--- src/source/memwrap_pkg.sv ---
package memwrap_pkg;

  // logical word and physical row geometry
  localparam int word_w        = 16;
  localparam int words_per_row = 3;
  localparam int num_rows      = 64;
  localparam int num_addr      = words_per_row * num_rows;

  localparam int addr_w     = $clog2(num_addr);
  localparam int row_w      = $clog2(num_rows);
  localparam int slot_w     = $clog2(words_per_row);
  localparam int row_data_w = words_per_row * word_w;

  // cycles from sram port to returned row
  localparam int sram_delay = 2;

  localparam int cfg_w = 16;

  typedef struct packed {
    logic              write;
    logic [addr_w-1:0] addr;
    logic [word_w-1:0] mask;
    logic [word_w-1:0] data;
  } wr_cmd_t;

  typedef struct packed {
    logic              read;
    logic [addr_w-1:0] addr;
  } rd_cmd_t;

  typedef struct packed {
    logic                  en;
    logic [row_w-1:0]      row;
    logic [row_data_w-1:0] mask;
    logic [row_data_w-1:0] data;
  } mem_wr_t;

  typedef struct packed {
    logic             en;
    logic [row_w-1:0] row;
  } mem_rd_t;

  // fwd_en sits in bit 0 of the control register
  typedef struct packed {
    logic psdo_en;
    logic fwd_en;
  } cfg_ctrl_t;

endpackage

--- src/source/wrap_cfg.sv ---
`timescale 1ns/100ps

module wrap_cfg (
  input  logic                          clk,
  input  logic                          rst_n,
  input  logic                          cfg_req,
  input  logic                          cfg_we,
  input  logic                          cfg_sel,
  input  logic [memwrap_pkg::cfg_w-1:0] cfg_wdata,
  output logic                          cfg_ack,
  output logic [memwrap_pkg::cfg_w-1:0] cfg_rdata,
  input  logic                          fwd_hit,
  output memwrap_pkg::cfg_ctrl_t        ctrl
);

  import memwrap_pkg::*;

  typedef enum logic {
    st_idle,
    st_ack
  } cfg_state_t;

  cfg_state_t       state;
  logic             access;
  logic [cfg_w-1:0] fwd_cnt;

  // one access per request, on the idle to ack edge
  assign access  = (state == st_idle) && cfg_req;
  assign cfg_ack = (state == st_ack);

  always_ff @(posedge clk or negedge rst_n) begin
    if (!rst_n) begin
      state <= st_idle;
    end else begin
      case (state)
        st_idle: if (cfg_req) state <= st_ack;
        st_ack:  if (!cfg_req) state <= st_idle;
        default: state <= st_idle;
      endcase
    end
  end

  always_ff @(posedge clk or negedge rst_n) begin
    if (!rst_n) begin
      ctrl <= '0;
    end else if (access && cfg_we && !cfg_sel) begin
      ctrl <= cfg_ctrl_t'(cfg_wdata[$bits(cfg_ctrl_t)-1:0]);
    end
  end

  // saturating forward count
  always_ff @(posedge clk or negedge rst_n) begin
    if (!rst_n) begin
      fwd_cnt <= '0;
    end else if (fwd_hit && (fwd_cnt != '1)) begin
      fwd_cnt <= fwd_cnt + 1'b1;
    end
  end

  // read data held for the whole ack phase
  always_ff @(posedge clk) begin
    if (access && !cfg_we) begin
      cfg_rdata <= cfg_sel ? fwd_cnt : cfg_w'(ctrl);
    end
  end

  a_ack_needs_req: assert property (
    @(posedge clk) disable iff (!rst_n)
    $rose(cfg_ack) |-> cfg_req
  );

endmodule

--- config.mk ---
export PLATFORM = sky130hd
export DESIGN_NAME = wrap_cfg
export DESIGN_NICKNAME = d
export VERILOG_FILES = /design/src/source/memwrap_pkg.sv /design/src/source/wrap_cfg.sv
export SDC_FILE = /design/constraint.sdc
export NUM_CORES = 1
export LEC_CHECK = 0
export BUFFER_PORTS_ARGS = -buffer_cell sky130_fd_sc_hd__buf_2
export CAP_MARGIN = 20
export CORE_ASPECT_RATIO = 1.75
export CORE_MARGIN = 2
export CORE_UTILIZATION = 51
export DETAILED_ROUTE_END_ITERATION = 12
export PLACE_DENSITY = 0.76
export SYNTH_ARGS = -nofsm -noshare
export SYNTH_HDL_FRONTEND = slang
export SYNTH_SLANG_ARGS = --single-unit
--- constraint.sdc ---
create_clock -name clk -period 2.6 [get_ports clk]
set_input_delay 0.52 -clock clk [delete_from_list [all_inputs] [get_ports clk]]
set_output_delay 0.52 -clock clk [all_outputs]
set_load 0.005 [all_outputs]
==> run summary <==
Pin count of the biggest net entering global routing: 20. In this run the horizontal extent of the chip is 45.7 µm. Across the VDD grid, the largest voltage drop is 0.402 mV. Cells with a size suffix above 1 make up 33.8% of the layout. In this run the cell area of the synthesized design comes to 1560 µm². For this run, design rule violations remaining after detail routing come to 0.

The post-layout minimum cycle time was 1770 ps; the compound-cell area share of the yosys netlist was 2.09%. The initial antenna violation count is 0, and the length of the first detailed-routing pass in iterations is 4. Summing all multi-input logic gate instances after layout gives 588 µm².

The H-tree was split into 2 levels. Routability-driven placement finished with a final weighted congestion of 0.910. TritonCTS built the clock tree. The library cells used most frequently in the layout, excluding fill and tap cells, are 26 x sky130_fd_sc_hd__buf_2, 19 x sky130_fd_sc_hd__dfrtp_1, 16 x sky130_fd_sc_hd__edfxtp_1. The signal on the critical path passes through nand4_1 -> nor4_4 -> nand2b_1 -> mux2_2. The part of the power in combinational logic is 15.1%.

The run gives 41 as the count of boundary I/O pins. Using the TritonRoute via totals, the vias-per-cell ratio works out to 5.72. By area, the combinational part of the netlist is dominated by simple AND/OR/NAND/NOR gates. In this run, post-CTS repair resized a total of 0 instances. The adder-cell share of the synthesized area was 0.805%.

The standard cell with the maximum stage delay on the critical path was sky130_fd_sc_hd__dfrtp_1. In this run switching power makes up 28.8% of total power. Critical path startpoint category: a register. Grouping stages by cell kind, the critical path spends the most delay in simple AND/OR/NAND/NOR gates. Hold repair after CTS inserted 0 buffers. The kind of end point of the critical path was a register. Of all nets on the critical path, the largest fanout is 8.

Buffers inserted during clock tree synthesis total 5. Per report_power, the sequential group accounts for 57.6% of the total. Max-cap violations in this run came to 0. Global routing used 5.88% of the available met3 tracks. The setup slack after placement is 852 ps, and the clock-pin transition on the worst setup and hold timing paths is 70 ps.

Detail-routed net length per standard cell: 15.1 µm. The global routing stage identified its most utilized layer as met2. The count of cells in the finished layout, fillers not included, comes to 176. The clock net in this run drives a total of 35 sinks. At the pin with the least slew margin, the transition time is 544 ps. Input and output buffers added on the ports amount to 26. The tools report the footprint of the flip-flops and latches as 956 µm². The core region is 2930 µm². The first global-routing pass estimated 4.53 mm of wire. The detailed router finished its first iteration with 15 violations. The total count of max-transition violations in the final report came out at 0. In the post-route analysis, the smallest setup slack over all paths is 831 ps. For the row count, the log shows 26. The logs give 29.3% for the met2 capacity usage during global routing and 2770 ps for the data required time of the critical path. Setup repair after global routing left no endpoint under its margin.

The later pin in the worst-skew pair is clocked with a latency of 290 ps. The most common cell after layout, fill and taps aside was sky130_fd_sc_hd__buf_2. The netlist uses 35 different library cells. Yosys printed 0 warnings. In this run the clock root is driven by a sky130_fd_sc_hd__clkbuf_8.

After Yosys synthesis, and, or, nand and nor cells account for 23.5% of the synthesized area. The area added between synthesis and finish is 16.3%. The tools report the number of global-route vias before repair as 1036.

Power spread over the standard cell area amounts to 738 nW/µm². The final total negative setup slack is 0 ps, and the worst path buffer plus inverter count is 0. After the last flow step, the layout net total stands at 170.

For the worst slew margin relative to its limit, the log shows 63.4%. For the number of placed instances with taps included, the log shows 168. Counting along the longest clock path gives a buffer depth of 2. The die span in y is 77.1 µm, and the proportion of synthesized area in mux cells is 4.34%. Global routing used 17.7% of the available tracks across all layers. In the finished design, the share of the clock period the worst path needs comes to 68.1%. Clock skew on the completed layout was measured at 5.51 ps. For this design the total switching power over the nets is 0.000385 W. Counting every instance in the synthesized netlist gives 115. For this block, the routed nets add up to 2.67 mm of wire. The run gives 232 as the count of fill cells added during filler insertion. The detail route stage leaves a number of antenna-violating nets equal to 0. The die covers 3520 µm².

Summing over every cut layer, the via total after detailed routing is 1006. The part of the Yosys area used for sequential elements is 61.5%, and the number of flip-flops and latches in the synthesized netlist is 35. In this run the post-CTS setup repair buffer count came out at 0.

For the number of antenna diodes, the log shows 0. In the global route stage, met1 resource usage came out at 18.0%. Class of the most critical setup path: reg2reg. The final setup violation count came out at 0.

In this run, the clock network consumes 27.3% of the power. Effective utilization at floorplan: 53.1%. The total grt overflow came out at 0. The synthesized netlist devotes 6.76% of its cell area to XOR and XNOR gates. The flow ran to the end, and the final reports show no timing, DRC or antenna violations. Count of final hold-check violations: 0.

The final hold slack is 164 ps. The internal power of the cells totals 0.000950 W. For this run, the slowest stage of the critical path takes 490 ps. After legalization and detailed placement, the total HPWL measured 1.97 mm. For this design the static power due to leakage is 0.771 nW.

The type of the worst min-delay path is in2async. When the netlist entered floorplanning its net count stood at 138. The average cell area after synthesis came out at 13.5 µm². The data arrival time of the critical path was 1940 ps; the fmax was 565 MHz.
-- layout make-up --
class | count | share of cell area, %
inverters | 2 | 0.415
multi-input cells | 76 | 32.5
clock buffers | 5 | 3.81
repair buffers | 27 | 7.61
well taps | 28 | 1.94
flip-flops and latches | 35 | 52.9
clock inverters | 3 | 0.830
-- metal layers --
| metal | vias to the layer above | share of wire (%) |
|---|---|---|
| li1 | 483 | - |
| met1 | 495 | 37 |
| met2 | 20 | 57 |
| met3 | 8 | 3.0 |
| met4 | 0 | 2.8 |
| met5 | - | 0 |
-- cell usage after synthesis, drive strengths merged --
cell | number | share of area [%]
dfrtp | 19 | 31
edfxtp | 16 | 31
and2 | 14 | 5.7
xnor2 | 7 | 3.9
mux2 | 6 | 4.3
nand4 | 6 | 3.8
nand2 | 5 | 1.2
nand3 | 5 | 1.9
xor2 | 5 | 2.8
nor3 | 4 | 1.6
nor4 | 4 | 2.6
a21oi | 3 | 0.97
nor2 | 3 | 0.72
inv | 2 | 0.48
nor3b | 2 | 0.97
and3 | 1 | 0.48
and4 | 1 | 0.56
and4bb | 1 | 0.80
buf | 1 | 0.32
clkbuf | 1 | 0.24
ha | 1 | 0.80
nand2b | 1 | 0.40
nand4b | 1 | 0.56
nor4bb | 1 | 0.64
o2111ai | 1 | 0.56
o31a | 1 | 0.56
or2 | 1 | 0.40
or2b | 1 | 0.48
or4b | 1 | 0.64
-- power by group through the flow --
stage	clock network (W)	logic, W	registers, W
4_1_cts	0.000380	0.000207	0.000766
3_5_place_dp	0	0.000203	0.000776
2_1_floorplan	0	0.000147	0.000748
3_3_place_gp	0	0.000194	0.000768
5_1_grt	0.000406	0.000226	0.000783
6_report	0.000365	0.000201	0.000769
-- cell families (layout without fill, tap and decap cells) --
kind of cell	count (synthesis)	in the layout
adders and majority gates	1	1
AOI/OAI and AO/OA	5	5
DFF	35	35
buffers and inverters	4	37
xor gates and xnor gates	12	12
and+or+nand+nor	52	52
muxes	6	6
-- flip-flops by register name, indices dropped and copies added, names as in the netlist --
name / flops
cfg_rdata: 16
ctrl: 2
fwd_cnt: 16
cfg_ack: 1
-- stage by stage --
step | instance area (µm²) | utilization (%) | power [W]
after floorplan | 1560 | - | 0.000895
after global placement | 1720 | 58.9 | 0.000962
after detailed placement | 1720 | 58.9 | 0.000979
after CTS | 1810 | 61.8 | 0.00135
after global routing | 1810 | 61.8 | 0.00142
final | 1810 | 61.8 | 0.00134
-- path summary, 6_finish.rpt --
check | start | end | slack (ps) | cells past startpoint
max reg2reg | fwd_cnt[7] | fwd_cnt[1] | 830 | 4
min | rst_n | fwd_cnt[12] | 160 | 1
max in group asynchronous | rst_n | fwd_cnt[15] | 2140 | 1
min in group clk | cfg_req | cfg_ack | 370 | 1
max | fwd_cnt[7] | fwd_cnt[1] | 830 | 4
min reg2reg | fwd_cnt[15] | fwd_cnt[15] | 510 | 1
Note: power is estimated with default switching activity, not from simulation.
