### src/source/memwrap_pkg.sv
package memwrap_pkg;

  // logical word and physical row geometry
  localparam int word_w        = 16;
  localparam int words_per_row = 3;
  localparam int num_rows      = 64;
  localparam int num_addr      = words_per_row * num_rows;

  localparam int addr_w     = $clog2(num_addr);
  localparam int row_w      = $clog2(num_rows);
  localparam int slot_w     = $clog2(words_per_row);
  localparam int row_data_w = words_per_row * word_w;

  // cycles from sram port to returned row
  localparam int sram_delay = 2;

  localparam int cfg_w = 16;

  typedef struct packed {
    logic              write;
    logic [addr_w-1:0] addr;
    logic [word_w-1:0] mask;
    logic [word_w-1:0] data;
  } wr_cmd_t;

  typedef struct packed {
    logic              read;
    logic [addr_w-1:0] addr;
  } rd_cmd_t;

  typedef struct packed {
    logic                  en;
    logic [row_w-1:0]      row;
    logic [row_data_w-1:0] mask;
    logic [row_data_w-1:0] data;
  } mem_wr_t;

  typedef struct packed {
    logic             en;
    logic [row_w-1:0] row;
  } mem_rd_t;

  // fwd_en sits in bit 0 of the control register
  typedef struct packed {
    logic psdo_en;
    logic fwd_en;
  } cfg_ctrl_t;

endpackage

### src/source/addr_split.sv
`timescale 1ns/100ps

module addr_split (
  input  logic [memwrap_pkg::addr_w-1:0] addr,
  output logic [memwrap_pkg::row_w-1:0]  row,
  output logic [memwrap_pkg::slot_w-1:0] slot
);

  import memwrap_pkg::*;

  localparam logic [addr_w-1:0] div_const = addr_w'(words_per_row);

  logic [addr_w-1:0] quot;
  logic [addr_w-1:0] rem;

  // words per row is 3, so a true divide is needed
  always_comb begin
    quot = addr / div_const;
    rem  = addr % div_const;
  end

  // quotient stays below num_rows for any legal address
  assign row  = row_w'(quot);
  assign slot = slot_w'(rem);

endmodule

### src/source/align_ramwrap.sv
`timescale 1ns/100ps

module align_ramwrap (
  input  logic                               clk,
  input  logic                               rst_n,
  input  memwrap_pkg::wr_cmd_t               wr,
  input  memwrap_pkg::rd_cmd_t               rd,
  input  memwrap_pkg::cfg_ctrl_t             ctrl,
  output memwrap_pkg::mem_wr_t               mem_wr,
  output memwrap_pkg::mem_rd_t               mem_rd,
  input  logic [memwrap_pkg::row_data_w-1:0] mem_dout,
  output logic                               rd_vld,
  output logic [memwrap_pkg::word_w-1:0]     rd_dout,
  output logic                               fwd_hit
);

  import memwrap_pkg::*;

  // per-read state carried alongside the sram access
  typedef struct packed {
    logic              fwd;
    logic [slot_w-1:0] slot;
    logic [word_w-1:0] data;
  } rd_tag_t;

  wr_cmd_t wr_q;
  rd_cmd_t rd_q;

  logic [row_w-1:0]  wr_row;
  logic [slot_w-1:0] wr_slot;
  logic [row_w-1:0]  rd_row;
  logic [slot_w-1:0] rd_slot;

  logic [sram_delay-1:0] vld_pipe;
  rd_tag_t               tag_pipe [sram_delay];
  rd_tag_t               tag_out;
  logic [row_data_w-1:0] row_shift;

  // command input registers
  always_ff @(posedge clk or negedge rst_n) begin
    if (!rst_n) begin
      wr_q.write <= 1'b0;
      rd_q.read  <= 1'b0;
    end else begin
      wr_q.write <= wr.write;
      rd_q.read  <= rd.read;
      if (wr.write) begin
        wr_q.addr <= wr.addr;
        wr_q.mask <= wr.mask;
        wr_q.data <= wr.data;
      end
      if (rd.read) begin
        rd_q.addr <= rd.addr;
      end
    end
  end

  addr_split i_wr_split (
    .addr (wr_q.addr),
    .row  (wr_row),
    .slot (wr_slot)
  );

  addr_split i_rd_split (
    .addr (rd_q.addr),
    .row  (rd_row),
    .slot (rd_slot)
  );

  // same-cycle collision on the full logical address
  assign fwd_hit = ctrl.fwd_en && rd_q.read && wr_q.write && (rd_q.addr == wr_q.addr);

  always_comb begin
    mem_wr.en   = wr_q.write;
    mem_wr.row  = wr_row;
    mem_wr.mask = row_data_w'(wr_q.mask) << (wr_slot * word_w);
    mem_wr.data = row_data_w'(wr_q.data) << (wr_slot * word_w);
    // forwarded reads need no array access when psdo_en is set
    mem_rd.en   = rd_q.read && !(ctrl.psdo_en && fwd_hit);
    mem_rd.row  = rd_row;
  end

  always_ff @(posedge clk or negedge rst_n) begin
    if (!rst_n) begin
      vld_pipe <= '0;
    end else begin
      vld_pipe <= {vld_pipe[sram_delay-2:0], rd_q.read};
    end
  end

  always_ff @(posedge clk) begin
    tag_pipe[0].fwd  <= fwd_hit;
    tag_pipe[0].slot <= rd_slot;
    tag_pipe[0].data <= wr_q.data;
    for (int i = 1; i < sram_delay; i++) begin
      tag_pipe[i] <= tag_pipe[i-1];
    end
  end

  // narrow the returned row back to one word
  assign tag_out   = tag_pipe[sram_delay-1];
  assign row_shift = mem_dout >> (tag_out.slot * word_w);

  assign rd_vld  = vld_pipe[sram_delay-1];
  assign rd_dout = tag_out.fwd ? tag_out.data : row_shift[word_w-1:0];

  a_rd_addr_range: assert property (
    @(posedge clk) disable iff (!rst_n)
    rd_q.read |-> (rd_q.addr < num_addr)
  );

  a_rd_dout_known: assert property (
    @(posedge clk) disable iff (!rst_n)
    rd_vld |-> !$isunknown(rd_dout)
  );

endmodule

### config.mk
export PLATFORM = sky130hd
export DESIGN_NAME = align_ramwrap
export DESIGN_NICKNAME = d
export VERILOG_FILES = /design/src/source/memwrap_pkg.sv /design/src/source/addr_split.sv /design/src/source/align_ramwrap.sv
export SDC_FILE = /design/constraint.sdc
export NUM_CORES = 1
export LEC_CHECK = 0
export BUFFER_PORTS_ARGS = -buffer_cell sky130_fd_sc_hd__buf_2
export CELL_PAD_IN_SITES_DETAIL_PLACEMENT = 1
export CELL_PAD_IN_SITES_GLOBAL_PLACEMENT = 1
export CORE_MARGIN = 2
export CORE_UTILIZATION = 35
export DETAILED_ROUTE_END_ITERATION = 12
export PLACE_DENSITY_LB_ADDON = 0.12
export REMOVE_ABC_BUFFERS = 1
export SETUP_SLACK_MARGIN = 0.02
export SYNTH_ARGS = -nofsm -noshare
export SYNTH_HDL_FRONTEND = slang
export SYNTH_HIERARCHICAL = 1
export SYNTH_SLANG_ARGS = --single-unit
### constraint.sdc
create_clock -name clk -period 4.7 [get_ports clk]
set_input_delay 0.705 -clock clk [delete_from_list [all_inputs] [get_ports clk]]
set_output_delay 0.705 -clock clk [all_outputs]
set_load 0.05 [all_outputs]
==> results of run 1 <==
## repair_timing
action,in CTS,in global routing
setup endpoints to repair,96,97
pin swaps,5,8
resized for setup,308,25
cloned,5,0
buffers inserted,16,10
hold endpoints to repair,0,0
## cell usage after synthesis (all sizes together) (4+ instances only)
cell type   n  area, um^2
clkbuf     16        60.1
a32oi       4        35.0
inv        10        37.5
a22o        4        35.0
edfxtp     48        1440
and2       98         613
dfrtp       4         100
o22ai       8        62.6
mux2i      20         200
xor2        4        35.0
nand4b      4        35.0
nand2      20        75.1
o31ai       4        30.0
a21oi      16        80.1
or4bb       4        45.0
a211oi      4        40.0
xnor2      12         105
mux2       18         203
o21ai      16        80.1
ha          4        50.1
nand3       4        20.0
dfxtp      38         761
nor3        6        30.0
o2bb2ai    16         140
nand2b      4        25.0
and3b       6        52.6
nor2b       5        38.8
o21a        6        45.0
o32a        4        40.0
buf        22         168
nor2       11        41.3
nor3b       6        45.0
## state kept, by name (all words and copies together) (netlist names)
signal and cells:
wr_q 40, tag_pipe 38, rd_q 9, vld_pipe 2
mem_wr 1
## worst register-to-register path, delay by kind of cell (launching register included)
kind | cells | cell delay (ns)
compound gates | 3 | 0.45
buf+inv | 1 | 0.08
simple gates | 4 | 1.29
flops | 1 | 0.56
mux | 2 | 0.59
fa+ha+maj | 2 | 0.40
## cell type report
cell class / instances / share of cell area
antenna: 2 / 0.000618
clock buffer: 10 / 0.0283
clock inverter: 6 / 0.00788
inverter: 10 / 0.00463
multi-input combinational: 338 / 0.337
sequential: 90 / 0.284
tap: 180 / 0.0278
timing repair buffer: 297 / 0.309
## power by group through the flow
stage	combinational (uW)	sequential, uW	clock [uW]
finish	2170	981	726
detailed placement	1620	999	0
global placement	1600	994	0
floorplan	1180	978	0
global route	2260	992	770
CTS	2140	985	741
## kinds of logic after synthesis
family	count (synthesis)	share of synthesized area
AOI/OAI and AO/OA	99	0.147
xor gates and xnor gates	16	0.0280
DFF	90	0.459
muxes	38	0.0804
and+or+nand+nor	180	0.223
adders and majority gates	4	0.00999
buffers and inverters	48	0.0529
## path summary, 6_finish.rpt
| kind | from | slack [ns] | endpoint |
|---|---|---|---|
| setup reg to reg | rd_q[5]$_DFFE_PP_ | 1.23 | tag_pipe[0][17]$_DFF_P_ |
| hold reg to reg | tag_pipe[0][3]$_DFF_P_ | 0.33 | tag_pipe[0][22]$_DFF_P_ |
| min in group clk | tag_pipe[0][3]$_DFF_P_ | 0.33 | tag_pipe[0][22]$_DFF_P_ |
| max in group asynchronous | rst_n | 4.39 | vld_pipe[0]$_DFF_PN0_ |
| setup / recovery | wr_q[34]$_DFFE_PP_ | -0.24 | mem_wr[38] |
| hold / removal | rst_n | 0.17 | mem_wr[102]$_DFF_PN0_ |
## routing by layer
| layer | wire [um] | part of all wire | vias up |
|---|---|---|---|
| met5 | 0 | 0 | - |
| met4 | 389 | 0.021 | 0 |
| met3 | 1110 | 0.059 | 24 |
| met2 | 9810 | 0.53 | 160 |
| met1 | 7360 | 0.39 | 2340 |
| li1 | - | - | 2257 |
## metrics by stage
| step | utilization | TNS (ns) |
|---|---|---|
| after floorplan | - | -36.70 |
| after global placement | 0.466 | -8.00 |
| after detailed placement | 0.466 | -18.03 |
| after CTS | 0.574 | -12.45 |
| after global routing | 0.581 | -31.27 |
| final | 0.581 | -17.69 |
==> metrics, run 1 <==
die width=~120 um; Layout Cells excl Fill=just over 900; relative slew slack=0.328; Initial Util=0.360; met3 usage=0.0572; H-tree Lvls=3; Buffers on Ports=229; failing checks=negative setup slack; period utilization=1.05; #FFs+latches synth=90; Top Usage Layer GRT=met2; Longest Clk Path Bufs=2; Fmax=203 MHz; Clock power frac=0.187; Buffers & Inverters on Critical Path=6; CP endpoint kind=output port; # IOs=230; Worst-path clk slew=about 0.070 ns; Multi-input gate area=around 2700 um^2; Worst Setup Slack, final=-0.237 ns; net switching power=roughly 1700 uW; Crit path arrival time=4.23 ns; Synth Warn #=6; hold slack=0.169 ns; register area share after synthesis=0.459; CP Depth=19; post-place setup slack=-0.502 ns; met1 Usage GRT=0.276; Wirelength per Cell=around 20 um; GR Util met2=0.428; Final Max Slew Viols=0; power share of the combinational group=0.560; Row Count=43; Final Instance Area=between 8000 and 9000 um^2; DP Area=about 6500 um^2; Top delay family on crit path=simple AND/OR/NAND/NOR gates; HPWL Detailed=12100 um; switching part of the total power=0.437; CP startpoint kind=flip-flop; DR pass1 iterations=6; commonest non-fill, non-tap cell in the layout=buf_2; syn_area_per_cell=10.5 um^2; kind of critical path=reg2out; crit-path max cell delay=0.52 ns; cell mode on critical path=buf_6; total global-route track usage=0.236; Core Region=13900 um^2; Via density=between 5 and 6; clock latency on the worst-skew pair=around 0.34 ns; storage element area=approximately 2300 um^2; gpl congestion=just over 0.8; Hold Vio Cnt, Final=0; die height=around 120 um; Die ar.=between 15000 and 20000 um^2; largest net degree at the start of global routing=between 40 and 50; Finish-stage setup viols=96; MaxCap Viol Count=0; post-synthesis to final-layout area growth=61.7%; Synth Flop Type=edfxtp_1; RSZ-0062 raised after global routing=true; fraction of registers with async set/reset=0.0444; worst-margin pin slew=between 1 and 1.5 ns; Cells after Synth=475; Distinct cells, synth=55; required time worst endpoint=approximately 4.0 ns; Hold Path Class=in2async; cell leakage power=~0.0036 uW; Tot Pwr=3880 uW; Pint=2180 uW; Final Skew=about 0.005 ns; share of layout cells above drive strength 1=0.559; fillers=between 1500 and 2000; Peak supply drop=0.347 mV; Final #Nets=roughly 850; cell count after placement=between 800 and 900; initial antenna violation count=1; DRC viols=0; CTS tree=built; hold bufs inserted after CTS=0; CTS Root Cell=clkbuf_16; most frequent cells in the layout=buf_2, buf_6, and2_4, buf_4, edfxtp_1; vias in the first global route=~5200; number of synthesized flops with an enable pin=48; R2R cell count=12; first-pass GRT wire length=around 27000 um; Tmin final=between 4 and 5 ns; total routed wirelength=between 15000 and 20000 um; status=complete, but fails checks; Iter 0 DRT Violations=249; vias=around 4800; post-route ant nets=0; clock sink total=90; Cell Pwr Density=roughly 480 nW/um^2; register share of total power=0.253; crit path cell chain=buf_6 > or3b_4 > o21a_1 > o32a_1 > nand2_1 > ha_2 > inv_2 > nand2_2 > o31ai_2 > ha_2 > or4_4 > o22ai_4 > mux2_4 > buf_4 > buf_6 > nor2b_4 > buf_12 > and2_4 > buf_6; TritonCTS buffer count=9; Slowest cell on crit path=edfxtp_1; Crit Path Max Fanout=8; grt total ovfl=0; Cell Area, Synth=between 5000 and 6000 um^2
Power figures use the tool's default switching activity.
==> run 2: changes to the inputs <==
GPL_TIMING_DRIVEN = 0   (was not set)
==> metrics, run 2 (synthesis gave the netlist of run 1 again) <==
clock sink total=90 (unchanged); required time worst endpoint=3.99 ns (about the same); Row Count=43 (unchanged); TritonCTS buffer count=9 (unchanged); total global-route track usage=0.238 (was 0.236); Iter 0 DRT Violations=355 (was 249); most frequent cells in the layout=buf_2, and2_4, buf_8, buf_4, edfxtp_1 (was buf_2, buf_6, and2_4, buf_4, edfxtp_1); crit-path max cell delay=0.55 ns (was 0.52 ns); grt total ovfl=0 (unchanged); largest net degree at the start of global routing=40 (was 41); Final Skew=0.00955 ns (was 0.00498 ns); Fmax=192 MHz (was 203 MHz); Die ar.=15300 um^2 (unchanged); Finish-stage setup viols=97 (was 96); worst-margin pin slew=1.03 ns (was 1.01 ns); cell leakage power=0.00375 uW (was 0.00362 uW); DRC viols=0 (unchanged); MaxCap Viol Count=0 (unchanged); Wirelength per Cell=23.5 um (was 20.0 um); Buffers on Ports=229 (unchanged); die height=124 um (unchanged); die width=124 um (unchanged); first-pass GRT wire length=27600 um (was 27500 um); Tmin final=5.22 ns (was 4.94 ns); crit path cell chain=buf_6 > or4b_4 > o21ai_1 > o22ai_2 > nand2_2 > ha_4 > inv_4 > nand2_2 > o31ai_4 > ha_2 > or4_4 > o22ai_4 > buf_6 > xnor2_4 > nor2b_4 > buf_12 > clkbuf_16 > and2_1 > buf_6 (was buf_6 > or3b_4 > o21a_1 > o32a_1 > nand2_1 > ha_2 > inv_2 > nand2_2 > o31ai_2 > ha_2 > or4_4 > o22ai_4 > mux2_4 > buf_4 > buf_6 > nor2b_4 > buf_12 > and2_4 > buf_6); Peak supply drop=0.252 mV (was 0.347 mV); kind of critical path=reg2out (unchanged); CP startpoint kind=flip-flop (unchanged); clock latency on the worst-skew pair=0.35 ns (was 0.34 ns); Hold Path Class=in2async (unchanged); status=complete, but fails checks (unchanged); total routed wirelength=22000 um (was 18700 um); Hold Vio Cnt, Final=0 (unchanged); hold bufs inserted after CTS=0 (unchanged); Via density=5.33 (was 5.12); Crit Path Max Fanout=6 (was 8); Buffers & Inverters on Critical Path=6 (unchanged); r2r endpoint=tag_pipe[0][17]$_DFF_P_ (unchanged); post-synthesis to final-layout area growth=68.5% (was 61.7%); R2R Setup Slk=1.01 ns (was 1.23 ns); gpl congestion=0.762 (was 0.806); Final #Nets=856 (was 852); failing checks=negative setup slack (unchanged); Worst Setup Slack, final=-0.517 ns (was -0.237 ns); period utilization=1.11 (was 1.05); Core Region=13900 um^2 (unchanged); fillers=1482 (was 1545); Final Max Slew Viols=0 (unchanged); CP endpoint kind=output port (unchanged); initial antenna violation count=1 (unchanged); relative slew slack=0.311 (was 0.328); Longest Clk Path Bufs=2 (unchanged); # IOs=230 (unchanged); post-route ant nets=0 (unchanged); Initial Util=0.360 (unchanged); vias=4993 (was 4781); HPWL Detailed=11500 um (was 12100 um); share of layout cells above drive strength 1=0.579 (was 0.559); Top reg by flops=wr_q (unchanged); final core occ=0.606 (was 0.581); Top delay family on crit path=simple AND/OR/NAND/NOR gates (unchanged); H-tree Lvls=3 (unchanged); Cell Pwr Density=483 nW/um^2 (was 479 nW/um^2); RSZ-0062 raised after global routing=true (unchanged); Reg-to-Reg Start=rd_q[6]$_DFFE_PP_ (was rd_q[5]$_DFFE_PP_); largest registers=wr_q (40), tag_pipe (38), rd_q (9) (unchanged); DP Area=6230 um^2 (was 6490 um^2); Crit path arrival time=4.51 ns (was 4.23 ns); Worst-path clk slew=0.07 ns (about the same); cell mode on critical path=buf_6 (unchanged); CTS Root Cell=clkbuf_16 (unchanged); commonest non-fill, non-tap cell in the layout=buf_2 (unchanged); Final Instance Area=8440 um^2 (was 8100 um^2); vias in the first global route=5149 (was 5215); R2R cell count=12 (unchanged); number of flip-flops under the largest register name=40 (unchanged); CTS tree=built (unchanged); Slowest cell on crit path=or4_4 (was edfxtp_1); DR pass1 iterations=5 (was 6)
[run 2: what timing repair did]
item | 4_1_cts | 5_1_grt
pin swaps | 11 | 9
setup endpoints to repair | 96 | 98
cloned | 1 | 6
buffers inserted | 54 | 8
gates resized for setup | 272 | 109
[run 2: how the worst max path moves through the flow]
| stage | depth (start not counted) | to | slack, ns | startpoint |
|---|---|---|---|---|
| 3_3_place_gp | 15 | mem_wr[71] | -1.44 | wr_q[39]$_DFFE_PP_ |
| 6_report | 19 | mem_wr[19] | -0.52 | wr_q[39]$_DFFE_PP_ |
| 5_1_grt | 26 | mem_wr[97] | -0.61 | wr_q[38]$_DFFE_PP_ |
| 3_5_place_dp | 16 | mem_wr[54] | -0.80 | wr_q[39]$_DFFE_PP_ |
| 4_1_cts | 18 | mem_wr[57] | -0.11 | wr_q[39]$_DFFE_PP_ |
| 2_1_floorplan | 14 | mem_wr[16] | -0.45 | wr_q[38]$_DFFE_PP_ |
[run 2: metrics by stage]
step | power (uW) | hold WS (ns) | setup TNS [ns] | std cells | worst slack (ns)
floorplan | 2160 | 0.310 | -36.70 | 437 | -0.454
global placement | 2520 | 0.312 | -126.69 | 846 | -1.44
detailed placement | 2580 | 0.313 | -61.41 | 850 | -0.803
CTS | 3740 | 0.154 | -4.00 | 921 | -0.107
global route | 4200 | 0.156 | -50.26 | 936 | -0.610
finish | 4080 | 0.155 | -43.97 | 936 | -0.517
[run 2: routing by layer]
layer	up-vias	routed length [um]	part of all wire	track usage
met5	-	0	0	0
met4	0	577	0.026	0.0824
met3	42	1470	0.067	0.0650
met2	229	11700	0.53	0.413
met1	2469	8240	0.38	0.281
li1	2253	-	-	-
[run 2: final cells by class]
type	count	area [um^2]	area share
tap	180	225	0.0267
inverter	10	40.0	0.00474
clock buffer	12	258	0.0305
antenna	1	2.50	0.000296
clock inverter	4	26.3	0.00311
sequential	90	2300	0.273
multi-input combinational	337	2790	0.331
timing repair buffer	302	2790	0.331
[run 2: power breakdown]
| group | leakage [uW] | switching, uW | internal (uW) | total (uW) |
|---|---|---|---|---|
| sequential | 0.000817 | 99.9 | 893 | 993 |
| combinational | 0.00279 | 1360 | 1010 | 2380 |
| clock | 0.000143 | 316 | 391 | 706 |
